**src/design/fp_types_pkg.sv**
```systemverilog
package fp_types_pkg;

    localparam int EXP_BIAS = 127;

    // default quiet NaN, every NaN result takes this encoding
    localparam logic [31:0] CANONICAL_NAN = 32'h7fc0_0000;

    typedef struct packed {
        logic        sign;
        logic [7:0]  exponent;
        logic [22:0] fraction;
    } float32_fields_t;

    // raw word on ports, field view when decoding
    typedef union packed {
        logic [31:0]     raw;
        float32_fields_t fields;
    } float32_u;

    typedef struct packed {
        logic is_zero;
        logic is_inf;
        logic is_nan;
        logic is_snan;  // also sets is_nan
    } fp_class_t;

    typedef enum logic [2:0] {
        RNE = 3'b000,
        RTZ = 3'b001,
        RDN = 3'b010,
        RUP = 3'b011,
        RMM = 3'b100
    } round_mode_e;

    // same bit order as the fflags CSR
    typedef struct packed {
        logic nv;
        logic dz;
        logic of;
        logic uf;
        logic nx;
    } fp_flags_t;

endpackage

```
**src/design/divide_pkg.sv**
```systemverilog
package divide_pkg;

    typedef logic [4:0] div_tag_t;

    // biased exponent with room for overflow and underflow
    typedef logic signed [9:0] div_exp_t;

    typedef struct packed {
        fp_types_pkg::float32_u    a;  // dividend
        fp_types_pkg::float32_u    b;  // divisor
        fp_types_pkg::round_mode_e mode;
        div_tag_t                  tag;
    } div_command_t;

    typedef struct packed {
        div_command_t            command;
        fp_types_pkg::fp_class_t class_a;
        fp_types_pkg::fp_class_t class_b;
        logic [23:0]             sig_a;
        logic [23:0]             sig_b;
    } div_classified_t;

    typedef struct packed {
        logic                      sign;
        div_exp_t                  exponent;
        logic [23:0]               sig_a;
        logic [23:0]               sig_b;
        fp_types_pkg::round_mode_e mode;
        div_tag_t                  tag;
        logic                      is_special;  // result already known, no division needed
        logic [31:0]               special_result;
        fp_types_pkg::fp_flags_t   special_flags;
    } div_exponent_t;

    typedef struct packed {
        logic [25:0]               quotient;
        logic                      sticky;
        logic                      sign;
        div_exp_t                  exponent;
        fp_types_pkg::round_mode_e mode;
        div_tag_t                  tag;
        logic                      is_special;
        logic [31:0]               special_result;
        fp_types_pkg::fp_flags_t   special_flags;
    } div_quotient_t;

    typedef struct packed {
        logic [31:0]             result;
        fp_types_pkg::fp_flags_t flags;
        div_tag_t                tag;
    } div_result_t;

endpackage

```
**src/design/flow_stage.sv**
```systemverilog
`timescale 1ns/1ps

module flow_stage #(
    parameter type T          = logic [31:0],
    parameter bit  REGISTERED = 1
) (
    input  logic clk,
    input  logic reset,
    input  logic in_valid,
    output logic in_ready,
    input  T     in_payload,
    output logic out_valid,
    input  logic out_ready,
    output T     out_payload
);

    generate
        if (REGISTERED) begin : g_register
            logic valid_q;
            T     payload_q;

            // a full slot still takes a new item when the old one leaves this cycle
            assign in_ready = !valid_q || out_ready;

            always_ff @(posedge clk) begin
                if (reset) begin
                    valid_q <= 1'b0;
                end else if (in_ready) begin
                    valid_q <= in_valid;
                end
            end

            always_ff @(posedge clk) begin
                if (in_valid && in_ready) begin
                    payload_q <= in_payload;
                end
            end

            assign out_valid   = valid_q;
            assign out_payload = payload_q;
        end else begin : g_bypass
            assign in_ready    = out_ready;
            assign out_valid   = in_valid;
            assign out_payload = in_payload;
        end
    endgenerate

    // a stalled item keeps its payload until it is taken
    assert property (@(posedge clk) disable iff (reset)
        out_valid && !out_ready |=> $stable(out_payload));

endmodule

```
**src/design/fp_divide_classify.sv**
```systemverilog
`timescale 1ns/1ps

module fp_divide_classify (
    input  logic                          clk,
    input  logic                          reset,
    input  logic                          command_valid,
    output logic                          command_ready,
    input  divide_pkg::div_command_t      command,
    output logic                          out_valid,
    input  logic                          out_ready,
    output divide_pkg::div_classified_t   out
);
    import fp_types_pkg::*;
    import divide_pkg::*;

    div_classified_t next;

    function automatic fp_class_t classify(float32_u value);
        fp_class_t class_flags;
        logic      exp_zero;
        logic      exp_ones;
        exp_zero = value.fields.exponent == 8'h00;
        exp_ones = value.fields.exponent == 8'hff;
        class_flags.is_zero = exp_zero;  // subnormals count as zero
        class_flags.is_inf  = exp_ones && value.fields.fraction == '0;
        class_flags.is_nan  = exp_ones && value.fields.fraction != '0;
        class_flags.is_snan = class_flags.is_nan && !value.fields.fraction[22];
        return class_flags;
    endfunction

    function automatic logic [23:0] significand(float32_u value);
        if (value.fields.exponent == 8'h00) begin
            return '0;
        end
        return {1'b1, value.fields.fraction};
    endfunction

    always_comb begin
        next.command = command;
        next.class_a = classify(command.a);
        next.class_b = classify(command.b);
        next.sig_a   = significand(command.a);
        next.sig_b   = significand(command.b);
    end

    flow_stage #(
        .T(div_classified_t),
        .REGISTERED(1)
    ) i_flow_stage (
        .clk,
        .reset,
        .in_valid(command_valid),
        .in_ready(command_ready),
        .in_payload(next),
        .out_valid,
        .out_ready,
        .out_payload(out)
    );

endmodule

```
**src/design/fp_divide_exponent.sv**
```systemverilog
`timescale 1ns/1ps

module fp_divide_exponent #(
    parameter bit REGISTERED = 1
) (
    input  logic                          clk,
    input  logic                          reset,
    input  logic                          in_valid,
    output logic                          in_ready,
    input  divide_pkg::div_classified_t   in,
    output logic                          out_valid,
    input  logic                          out_ready,
    output divide_pkg::div_exponent_t     out
);
    import fp_types_pkg::*;
    import divide_pkg::*;

    div_exponent_t next;
    fp_class_t     class_a;
    fp_class_t     class_b;
    logic          sign;

    always_comb begin
        class_a = in.class_a;
        class_b = in.class_b;
        sign    = in.command.a.fields.sign ^ in.command.b.fields.sign;

        next.sign     = sign;
        next.exponent = $signed({2'b00, in.command.a.fields.exponent})
                      - $signed({2'b00, in.command.b.fields.exponent})
                      + div_exp_t'(EXP_BIAS);
        next.sig_a    = in.sig_a;
        next.sig_b    = in.sig_b;
        next.mode     = in.command.mode;
        next.tag      = in.command.tag;

        next.is_special     = 1'b1;
        next.special_result = '0;
        next.special_flags  = '0;
        if (class_a.is_nan || class_b.is_nan) begin
            next.special_result   = CANONICAL_NAN;
            next.special_flags.nv = class_a.is_snan || class_b.is_snan;
        end else if ((class_a.is_zero && class_b.is_zero) ||
                     (class_a.is_inf && class_b.is_inf)) begin
            next.special_result   = CANONICAL_NAN;  // invalid operation
            next.special_flags.nv = 1'b1;
        end else if (class_a.is_inf) begin
            next.special_result = {sign, 8'hff, 23'h0};
        end else if (class_b.is_zero) begin
            next.special_result   = {sign, 8'hff, 23'h0};
            next.special_flags.dz = 1'b1;
        end else if (class_a.is_zero || class_b.is_inf) begin
            next.special_result = {sign, 31'h0};
        end else begin
            next.is_special = 1'b0;
        end
    end

    flow_stage #(
        .T(div_exponent_t),
        .REGISTERED(REGISTERED)
    ) i_flow_stage (
        .clk,
        .reset,
        .in_valid,
        .in_ready,
        .in_payload(next),
        .out_valid,
        .out_ready,
        .out_payload(out)
    );

endmodule

```
**src/design/fp_mantissa_divider.sv**
```systemverilog
`timescale 1ns/1ps

module fp_mantissa_divider (
    input  logic                        clk,
    input  logic                        reset,
    input  logic                        in_valid,
    output logic                        in_ready,
    input  divide_pkg::div_exponent_t   in,
    output logic                        out_valid,
    input  logic                        out_ready,
    output divide_pkg::div_quotient_t   out
);
    import divide_pkg::*;

    localparam int QUOTIENT_BITS = 26;

    div_exponent_t item;        // operands and side data of the item in flight
    logic [4:0]    count;       // iterations left
    logic [24:0]   remainder;   // partial remainder which stays below twice the divisor
    logic [25:0]   quotient;
    logic [25:0]   difference;
    logic          busy;
    logic          accept;

    assign busy       = count != 5'd0;
    assign in_ready   = !busy && (!out_valid || out_ready);
    assign accept     = in_valid && in_ready;
    assign difference = {1'b0, remainder} - {2'b00, item.sig_b};

    always_ff @(posedge clk) begin
        if (reset) begin
            count     <= '0;
            out_valid <= 1'b0;
        end else if (accept) begin
            // a special item only waits one cycle
            count     <= in.is_special ? 5'd1 : 5'(QUOTIENT_BITS);
            out_valid <= 1'b0;
        end else if (busy) begin
            count     <= count - 5'd1;
            out_valid <= count == 5'd1;
        end else if (out_ready) begin
            out_valid <= 1'b0;
        end
    end

    // one restoring step per cycle and the first quotient bit has weight one
    always_ff @(posedge clk) begin
        if (accept) begin
            item      <= in;
            remainder <= {1'b0, in.sig_a};
            quotient  <= '0;
        end else if (busy && !item.is_special) begin
            quotient  <= {quotient[24:0], !difference[25]};
            remainder <= difference[25] ? {remainder[23:0], 1'b0}
                                        : {difference[23:0], 1'b0};
        end
    end

    always_comb begin
        out.quotient       = quotient;
        out.sticky         = remainder != '0;
        out.sign           = item.sign;
        out.exponent       = item.exponent;
        out.mode           = item.mode;
        out.tag            = item.tag;
        out.is_special     = item.is_special;
        out.special_result = item.special_result;
        out.special_flags  = item.special_flags;
    end

    // the quotient is only presented once the counter has run out
    assert property (@(posedge clk) disable iff (reset) busy |-> !out_valid);

    // both significands carry the hidden bit, so the quotient is at least one half
    assert property (@(posedge clk) disable iff (reset)
        out_valid && !item.is_special |-> quotient[25] || quotient[24]);

endmodule

```
**src/design/fp_divide_round.sv**
```systemverilog
`timescale 1ns/1ps

module fp_divide_round (
    input  logic                        clk,
    input  logic                        reset,
    input  logic                        in_valid,
    output logic                        in_ready,
    input  divide_pkg::div_quotient_t   in,
    output logic                        result_valid,
    input  logic                        result_ready,
    output divide_pkg::div_result_t     result
);
    import fp_types_pkg::*;
    import divide_pkg::*;

    div_result_t next;
    logic [25:0] norm;
    div_exp_t    exp_norm;
    div_exp_t    exp_final;
    logic [23:0] mant;
    logic [24:0] rounded;
    logic        guard;
    logic        sticky;
    logic        inexact;
    logic        round_up;
    logic        to_infinity;  // overflow saturates to infinity rather than the largest finite

    always_comb begin
        // quotient below one needs one more place of shift
        norm     = in.quotient[25] ? in.quotient : {in.quotient[24:0], 1'b0};
        exp_norm = in.quotient[25] ? in.exponent : in.exponent - 10'sd1;
        mant     = norm[25:2];
        guard    = norm[1];
        sticky   = norm[0] || in.sticky;
        inexact  = guard || sticky;

        case (in.mode)
            RNE: begin
                round_up    = guard && (sticky || mant[0]);
                to_infinity = 1'b1;
            end
            RDN: begin
                round_up    = in.sign && inexact;
                to_infinity = in.sign;
            end
            RUP: begin
                round_up    = !in.sign && inexact;
                to_infinity = !in.sign;
            end
            RMM: begin
                round_up    = guard;
                to_infinity = 1'b1;
            end
            default: begin  // RTZ
                round_up    = 1'b0;
                to_infinity = 1'b0;
            end
        endcase

        rounded   = {1'b0, mant} + 25'(round_up);
        exp_final = exp_norm + (rounded[24] ? 10'sd1 : 10'sd0);  // carry out of the mantissa

        next.tag   = in.tag;
        next.flags = '0;
        if (in.is_special) begin
            next.result = in.special_result;
            next.flags  = in.special_flags;
        end else if (exp_final >= 10'sd255) begin
            next.result   = to_infinity ? {in.sign, 8'hff, 23'h0}
                                        : {in.sign, 8'hfe, 23'h7f_ffff};
            next.flags.of = 1'b1;
            next.flags.nx = 1'b1;
        end else if (exp_final <= 10'sd0) begin
            // tiny results go to signed zero
            next.result   = {in.sign, 31'h0};
            next.flags.uf = 1'b1;
            next.flags.nx = 1'b1;
        end else begin
            next.result   = {in.sign, exp_final[7:0], rounded[22:0]};
            next.flags.nx = inexact;
        end
    end

    flow_stage #(
        .T(div_result_t),
        .REGISTERED(1)
    ) i_flow_stage (
        .clk,
        .reset,
        .in_valid,
        .in_ready,
        .in_payload(next),
        .out_valid(result_valid),
        .out_ready(result_ready),
        .out_payload(result)
    );

endmodule

```
**src/design/fp_divide_unit.sv**
```systemverilog
`timescale 1ns/1ps

module fp_divide_unit #(
    parameter bit EXPONENT_OUTPUT_REG = 1
) (
    input  logic                       clk,
    input  logic                       reset,
    input  logic                       command_valid,
    output logic                       command_ready,
    input  divide_pkg::div_command_t   command,
    output logic                       result_valid,
    input  logic                       result_ready,
    output divide_pkg::div_result_t    result
);
    import divide_pkg::*;

    logic            classified_valid;
    logic            classified_ready;
    div_classified_t classified;
    logic            exponent_valid;
    logic            exponent_ready;
    div_exponent_t   exponent;
    logic            quotient_valid;
    logic            quotient_ready;
    div_quotient_t   quotient;

    fp_divide_classify i_fp_divide_classify (
        .clk,
        .reset,
        .command_valid,
        .command_ready,
        .command,
        .out_valid(classified_valid),
        .out_ready(classified_ready),
        .out(classified)
    );

    fp_divide_exponent #(
        .REGISTERED(EXPONENT_OUTPUT_REG)
    ) i_fp_divide_exponent (
        .clk,
        .reset,
        .in_valid(classified_valid),
        .in_ready(classified_ready),
        .in(classified),
        .out_valid(exponent_valid),
        .out_ready(exponent_ready),
        .out(exponent)
    );

    fp_mantissa_divider i_fp_mantissa_divider (
        .clk,
        .reset,
        .in_valid(exponent_valid),
        .in_ready(exponent_ready),
        .in(exponent),
        .out_valid(quotient_valid),
        .out_ready(quotient_ready),
        .out(quotient)
    );

    fp_divide_round i_fp_divide_round (
        .clk,
        .reset,
        .in_valid(quotient_valid),
        .in_ready(quotient_ready),
        .in(quotient),
        .result_valid,
        .result_ready,
        .result
    );

endmodule

```
**config.mk**
```make
export PLATFORM = sky130hd
export DESIGN_NAME = fp_divide_unit
export DESIGN_NICKNAME = d
export VERILOG_FILES = /design/src/design/fp_types_pkg.sv /design/src/design/divide_pkg.sv /design/src/design/flow_stage.sv /design/src/design/fp_divide_classify.sv /design/src/design/fp_divide_exponent.sv /design/src/design/fp_mantissa_divider.sv /design/src/design/fp_divide_round.sv /design/src/design/fp_divide_unit.sv
export SDC_FILE = /design/constraint.sdc
export NUM_CORES = 1
export LEC_CHECK = 0
export BUFFER_PORTS_ARGS = -buffer_cell sky130_fd_sc_hd__buf_2
export CAP_MARGIN = 10
export CORE_MARGIN = 4
export CORE_UTILIZATION = 57
export DETAILED_ROUTE_END_ITERATION = 10
export GPL_ROUTABILITY_DRIVEN = 0
export HOLD_SLACK_MARGIN = 0.12
export PLACE_DENSITY = 0.79
export SETUP_SLACK_MARGIN = 0.1
export SLEW_MARGIN = 30
export SYNTH_ARGS = -nofsm -noshare
export SYNTH_HDL_FRONTEND = slang
export SYNTH_SLANG_ARGS = --single-unit
```
**constraint.sdc**
```tcl
create_clock -name clk -period 6.8 [get_ports clk]
set_clock_uncertainty 0.1 [all_clocks]
set_input_delay 0.68 -clock clk [delete_from_list [all_inputs] [get_ports clk]]
set_output_delay 0.68 -clock clk [all_outputs]
set_load 0.05 [all_outputs]
```
==> results of run 1 <==
-- kinds of logic (layout without fill, tap and decap cells) --
logic type               after synthesis  in the layout  synth area share, %
AND/OR/NAND/NOR                      401            401                 14.3
flip-flops                           306            306                 62.3
AO/OA/AOI/OAI                        266            266                 12.7
buffers and inverters                113            257                 3.24
XOR/XNOR                              44             44                 2.72
adder cells (fa/ha/maj)               43             43                 3.90
multiplexers                          12             12                0.874
-- layout make-up --
type	instances	area, µm²	area share (%)
clock buffer	41	908	5.58
clock inverter	21	275	1.69
inverter	67	251	1.54
multi-input combinational	766	4920	30.2
sequential	306	8830	54.2
tap	324	405	2.49
timing repair buffer	128	691	4.24
-- power groups by stage --
| stage | combinational [W] | sequential, W | clock [W] |
|---|---|---|---|
| 3_5_place_dp | 0.00217 | 0.00279 | 0 |
| 6_report | 0.00221 | 0.00277 | 0.00191 |
| 5_1_grt | 0.00244 | 0.00281 | 0.00204 |
| 3_3_place_gp | 0.00212 | 0.00278 | 0 |
| 4_1_cts | 0.00219 | 0.00276 | 0.00195 |
| 2_1_floorplan | 0.00150 | 0.00295 | 0 |
-- registers in the layout, summed over array words and instances, names as in the netlist --
signal                                         count
i_fp_divide_classify.i_flow_stage.out_payload     82
i_fp_divide_exponent.i_flow_stage.out_payload     73
i_fp_mantissa_divider.remainder                   25
i_fp_divide_classify.i_flow_stage.out_valid        1
i_fp_mantissa_divider.out                         25
i_fp_divide_round.i_flow_stage.out_valid           1
i_fp_mantissa_divider.quotient                    26
i_fp_mantissa_divider.out_valid                    1
i_fp_mantissa_divider.count                        5
i_fp_mantissa_divider.item                        24
i_fp_divide_round.i_flow_stage.out_payload        42
i_fp_divide_exponent.i_flow_stage.out_valid        1
-- cell usage in the layout (no fill, tap or decap), types with 20 or more instances in the layout --
cell type  Yosys  final
a21oi_1       54     53
and2_1        56     56
buf_2          4    119
clkbuf_16      0     35
dfxtp_1       36     35
edfxtp_1     270    270
ha_1          41     41
inv_1         67     65
nand2_1      119    118
nand3_1       24     24
nor2_1        78     77
nor4_1        27     27
o21ai_0       56     56
o21ai_2       20     20
xnor2_1       31     31
-- through the flow --
| step | cell area (µm²) | setup WS [ns] |
|---|---|---|
| 2_1_floorplan | 14200 | 0.655 |
| 3_3_place_gp | 15100 | 1.09 |
| 3_5_place_dp | 15100 | 0.837 |
| 4_1_cts | 16300 | 0.776 |
| 5_1_grt | 16300 | 0.101 |
| 6_report | 16300 | 0.719 |
-- per-layer routing --
| layer | share of wire, % | up-vias | GRT usage [%] |
|---|---|---|---|
| met3 | 6.0 | 58 | 3.38 |
| met4 | 2.6 | 0 | 6.21 |
| li1 | - | 4648 | - |
| met2 | 47 | 310 | 33.6 |
| met1 | 44 | 4599 | 29.1 |
| met5 | 0 | - | 0 |
-- how the worst max path moves through the flow --
stage | cells after the start | slack, ns | to | start
after CTS | 22 | 0.78 | i_fp_divide_round.i_flow_stage.out_payload[31] | i_fp_mantissa_divider.out[45]
after global placement | 22 | 1.09 | i_fp_divide_round.i_flow_stage.out_payload[31] | i_fp_mantissa_divider.out[45]
after global routing | 21 | 0.10 | i_fp_divide_round.i_flow_stage.out_payload[31] | i_fp_mantissa_divider.out[45]
after floorplan | 7 | 0.65 | flip-flop | i_fp_mantissa_divider.count[0]
after detailed placement | 22 | 0.84 | i_fp_divide_round.i_flow_stage.out_payload[31] | i_fp_mantissa_divider.out[45]
final | 21 | 0.72 | i_fp_divide_round.i_flow_stage.out_payload[10] | i_fp_mantissa_divider.out[45]
==> results by group, run 1 <==
GRT
  – Number of global-route vias before repair: ~9000
  – Grt total ovfl: 0
  – Largest net degree at the start of global routing: 83
  – GRT Total Usage: 20.7%
  – First-pass GRT wire length: 46900 µm
  – Antenna violations before repair: 0

Detailed routing
  – DR WL/cell: about 18 µm
  – Total Wirelength: between 20000 and 30000 µm
  – Antenna-violating nets left: 0
  – # DRC: 0
  – Post-DR vias/cell: roughly 5.8
  – 1st-pass router iterations: 5
  – Initial DRC count: about 660
  – Vias: between 9000 and 10000

Die
  – Site row count: between 50 and 60
  – Die X: around 170 µm
  – Core area: around 24000 µm²
  – Initial Util: a little under 60%
  – IO Pins: 120
  – Die ar.: 27500 µm²
  – Die height: 166 µm

Final layout
  – FILL cells: roughly 1800
  – ANT cells: 0
  – Post-route insts no fill: between 1500 and 2000
  – Share of cells above drive strength 1: between 10% and 20%
  – Synthesis-to-finish area growth: 14.9%
  – Fin util: between 60% and 70%
  – Final nets: between 1000 and 1500

Synthesis
  – EDFF count, synth: 270
  – Yosys Warn Count: 0
  – #FFs+latches synth: approximately 310
  – Register area share after synthesis: slightly above 60%
  – Asr flop ratio synth: 0%
  – Synth Net Count: ~1300
  – Primary FF master, synth: edfxtp_1
  – Synth cell types: ~70
  – Avg Cell Area, Syn: between 10 and 15 µm²
  – Synth Instances: between 1000 and 1500
  – Most frequent cell after synthesis: edfxtp_1
  – Mapped cell area: between 10000 and 15000 µm²
  – Area share of the leading cell type in the synthesized netlist: between 50% and 60%
  – Post-synth top area cell: edfxtp_1
  – Top cells by area, synth: edfxtp_1 57%, dfxtp_1 5.1%, ha_1 3.6%
  – Post-synth top cells: 270 x edfxtp_1, 119 x nand2_1, 78 x nor2_1

Setup path
  – Worst EP required: around 6.9 ns
  – CP startpoint kind: flip-flop
  – R2R Path Start: i_fp_mantissa_divider.out[45]
  – Worst Path Arrival: ~6.2 ns
  – Setup crit end kind: flip-flop
  – R2R depth: 21
  – Most used cell, CP: ha_1
  – Critical path fanouts, max: 23
  – CP max stage cell: nor4_2
  – Crit Reg-Reg Endpoint: i_fp_divide_round.i_flow_stage.out_payload[10]
  – Critical Path Max Stage Delay: a little under 0.7 ns
  – Setup CP Type: reg2reg
  – Critical-path cell list: inv_1, and3_1, ha_1, nor3b_1, o21ai_0, a21oi_1, ha_1, ha_1, nand2b_1, nor4_2, nand4_1, nor2_1, ha_1, inv_1, o41ai_1, nand3_2, mux2i_1, xnor2_1, o21a_1, or3_4, o21ai_0
  – CP top delay family: simple AND/OR/NAND/NOR gates
  – Critical path buffer and inverter count: 2
  – Reg2Reg Setup Slack: just over 0.7 ns

Timing
  – Fin crit share: between 80 and 90%
  – Setup TNS Final: 0 ns
  – Slew Limit Fails: 0
  – Worst-margin pin slew: 0.957 ns
  – Final Hold Violating Endpoints: 0
  – Min Tclk post-route: between 6 and 7 ns
  – RSZ-0062 raised after global routing: false
  – Final setup violation count: 0
  – Slew margin rel.: 35.6%
  – Fmax: around 160 MHz
  – Fin Hold WS: 0.239 ns

Clocking
  – Root Buffer: clkbuf_16
  – CTS hold repair buffers: 0
  – Maximum buffer depth of the clock tree: 3
  – Clk_lat worst skew: 0.52 ns
  – TritonCTS clock tree: done
  – H-tree levels: 2
  – Post-CTS Setup Inserts: 0
  – CTS Sinks: 306
  – Num CTS Buffers: 34
  – Reg clk slew, reported paths: around 0.060 ns
  – Post-CTS resize count: 0

Placement
  – Inst Count DP: 1591
  – Post-DP HPWL: slightly below 20000 µm
  – Port bufs: between 100 and 150

Run
  – Max Cap Viol: 0

Power and ir drop
  – Pint: between 0.004 and 0.005 W
  – Clk network pwr share: between 20% and 30%
  – Sw Pwr: around 0.0024 W
  – Reg power frac: 40.2%
  – Worst IR Drop VDD: about 0.00024 V
  – Logic pwr share: approximately a third
  – Total power: slightly below 0.007 W
  – Leakage Power: approximately 6 nW
  – PwrDens: 423 nW/µm²
  – Net Sw Frac: between 30% and 40%

Run status
  – Run status: finished, final reports clean

Worst hold path
  – Hold path depth: 1
  – Worst Hold Class: in2reg
  – HP Start: command[5]
  – Worst Hold Path EP: i_fp_divide_classify.i_flow_stage.out_payload[61]
Note: power is estimated with default switching activity, not from simulation.
==> inputs of run 2 (changes only) <==
CTS_CLUSTER_DIAMETER = 80   (was not set)
PLACE_DENSITY = 0.84   (was 0.79)
TNS_END_PERCENT = 30   (was not set)
==> results by group, run 2 (synthesis results as in run 1) <==
Final layout
  – Commonest cells after routing, fill and taps aside: 270 x edfxtp_1, 119 x buf_2, 118 x nand2_1 (unchanged)
  – Commonest non-fill, non-tap cell in the layout: edfxtp_1 (unchanged)
  – Share of cells above drive strength 1: 17.0% (was 17.2%)
  – Synthesis-to-finish area growth: 13.6% (was 14.9%)
  – ANT cells: 0 (unchanged)
  – Final nets: 1420 (was 1422)
  – Max reg flops: 82 (unchanged)

Worst hold path
  – HP Start: command[39] (was command[5])
  – Hold path depth: 1 (unchanged)
  – Worst Hold Class: in2reg (unchanged)

Power and ir drop
  – Worst IR Drop VDD: 0.000228 V (was 0.000236 V)
  – Logic pwr share: 34.0% (was 32.0%)
  – Reg power frac: 41.6% (was 40.2%)
  – Leakage Power: 5.91 nW (was 6.00 nW)
  – Sw Pwr: 0.00241 W (was 0.00238 W)
  – Pint: 0.00424 W (was 0.00451 W)
  – PwrDens: 413 nW/µm² (was 423 nW/µm²)
  – Net Sw Frac: 36.2% (was 34.5%)
  – Clk network pwr share: 24.5% (was 27.8%)
  – Total power: 0.00665 W (was 0.00688 W)

Setup path
  – Most used cell, CP: ha_1 (unchanged)
  – Setup crit end kind: flip-flop (unchanged)
  – Critical path buffer and inverter count: 2 (unchanged)
  – Critical path fanouts, max: 23 (unchanged)
  – Origin of the worst setup path: i_fp_mantissa_divider.out[45] (unchanged)
  – CP startpoint kind: flip-flop (unchanged)
  – Setup CP Type: reg2reg (unchanged)
  – R2R Path Start: i_fp_mantissa_divider.out[45] (unchanged)
  – Crit. path cell count: 21 (unchanged)
  – CP top delay family: simple AND/OR/NAND/NOR gates (unchanged)
  – CP max stage cell: nor4_2 (unchanged)
  – Critical-path cell list: inv_1, and3_1, ha_1, nor3b_1, o21ai_0, a21oi_1, ha_1, ha_1, nand2b_1, nor4_2, nand4_1, nor2_1, ha_1, inv_1, o41ai_1, nand3_2, mux2i_1, xnor2_1, o21a_1, or3_4, o21ai_0 (unchanged)
  – Worst EP required: 6.99 ns (was 6.93 ns)
  – R2R depth: 21 (unchanged)
  – Worst Path Arrival: 6.28 ns (was 6.21 ns)
  – Critical Path Max Stage Delay: 0.73 ns (was 0.69 ns)

Timing
  – Final Hold Violating Endpoints: 0 (unchanged)
  – Fmax: 164 MHz (about the same)
  – Min Tclk post-route: 6.09 ns (was 6.08 ns)
  – Slew Limit Fails: 0 (unchanged)
  – Worst-margin pin slew: 0.917 ns (was 0.957 ns)
  – Fin crit share: 89.6% (was 89.4%)
  – RSZ-0062 raised after global routing: false (unchanged)
  – Final setup violation count: 0 (unchanged)
  – Setup TNS Final: 0 ns (unchanged)
  – Fin Hold WS: 0.194 ns (was 0.239 ns)
  – Slew margin rel.: 38.4% (was 35.6%)

Detailed routing
  – Post-DR vias/cell: 5.90 (was 5.82)
  – DR WL/cell: 17.9 µm (was 17.5 µm)
  – Antenna-violating nets left: 0 (unchanged)
  – # DRC: 0 (unchanged)
  – 1st-pass router iterations: 6 (was 5)
  – Initial DRC count: 941 (was 657)
  – Vias: 9732 (was 9615)
  – Total Wirelength: 29500 µm (was 28900 µm)

Placement
  – Post-DP HPWL: 20000 µm (was 19600 µm)
  – Port bufs: 119 (unchanged)

Clocking
  – Post-CTS resize count: 0 (unchanged)
  – Clk_lat worst skew: 0.56 ns (was 0.52 ns)
  – H-tree levels: 1 (was 2)
  – Post-CTS Setup Inserts: 0 (unchanged)
  – TritonCTS clock tree: done (unchanged)
  – Maximum buffer depth of the clock tree: 3 (unchanged)
  – Root Buffer: clkbuf_16 (unchanged)
  – CTS hold repair buffers: 0 (unchanged)
  – Reg clk slew, reported paths: 0.06 ns (about the same)
  – CTS Sinks: 306 (unchanged)
  – Num CTS Buffers: 31 (was 34)

Run
  – Max Cap Viol: 0 (unchanged)

Die
  – Die ar.: 27500 µm² (unchanged)
  – Initial Util: 58.1% (unchanged)
  – Site row count: 57 (unchanged)
  – Die X: 166 µm (unchanged)
  – IO Pins: 120 (unchanged)
  – Core area: 24400 µm² (unchanged)
  – Die height: 166 µm (unchanged)

GRT
  – First-pass GRT wire length: 47900 µm (was 46900 µm)
  – Grt total ovfl: 0 (unchanged)
  – Number of global-route vias before repair: 9348 (was 9083)
  – Largest net degree at the start of global routing: 70 (was 83)
  – GRT Total Usage: 21.0% (was 20.7%)
  – Antenna violations before repair: 0 (unchanged)

Run status
  – Run status: finished, final reports clean (unchanged)
run 2: changes by cell type in the layout (fill, tap and decap cells not counted), sizes merged:
cell      before  now
clkbuf        41   38
clkinvlp       1    3
buf          128  129
bufinv         6    2
clkinv        12   13
run 2: power by group through the flow:
stage	clock, W	sequential, W	combinational (W)
after floorplan	0	0.00295	0.00150
after global placement	0	0.00278	0.00212
after detailed placement	0	0.00280	0.00220
after CTS	0.00165	0.00276	0.00224
after global routing	0.00175	0.00280	0.00248
final	0.00163	0.00277	0.00226
run 2: path summary, 6_finish.rpt:
check                                                                         end  slack (ns)
worst max register to register     i_fp_divide_round.i_flow_stage.out_payload[10]        0.71
worst max-delay path               i_fp_divide_round.i_flow_stage.out_payload[10]        0.71
worst min-delay path            i_fp_divide_classify.i_flow_stage.out_payload[95]        0.19
worst min register to register  i_fp_divide_exponent.i_flow_stage.out_payload[53]        0.31
run 2: metal layers:
| metal | wire length, µm | track usage [%] | vias to the layer above | part of all wire [%] |
|---|---|---|---|---|
| met1 | 12200 | 28.7 | 4617 | 41 |
| li1 | - | - | 4647 | - |
| met5 | 0 | 0 | - | 0 |
| met4 | 707 | 5.38 | 0 | 2.4 |
| met2 | 14300 | 35.6 | 410 | 48 |
| met3 | 2270 | 3.24 | 58 | 7.7 |
run 2: through the flow:
stage	utilization [%]	setup WS (ns)	cell area [µm²]	std cells
final	66.0	0.710	16100	1650
after global routing	66.0	0.119	16100	1650
after CTS	66.0	0.764	16100	1650
after detailed placement	62.0	0.831	15100	1592
after global placement	61.7	1.14	15100	1589
after floorplan	-	0.655	14200	1185
run 2: final cells by class:
class                      instances  area [µm²]
inverter                          67         251
clock inverter                    20         176
multi-input combinational        766        4920
sequential                       306        8830
tap                              324         405
fill                            1740        8280
timing repair buffer             129         723
clock buffer                      38         802
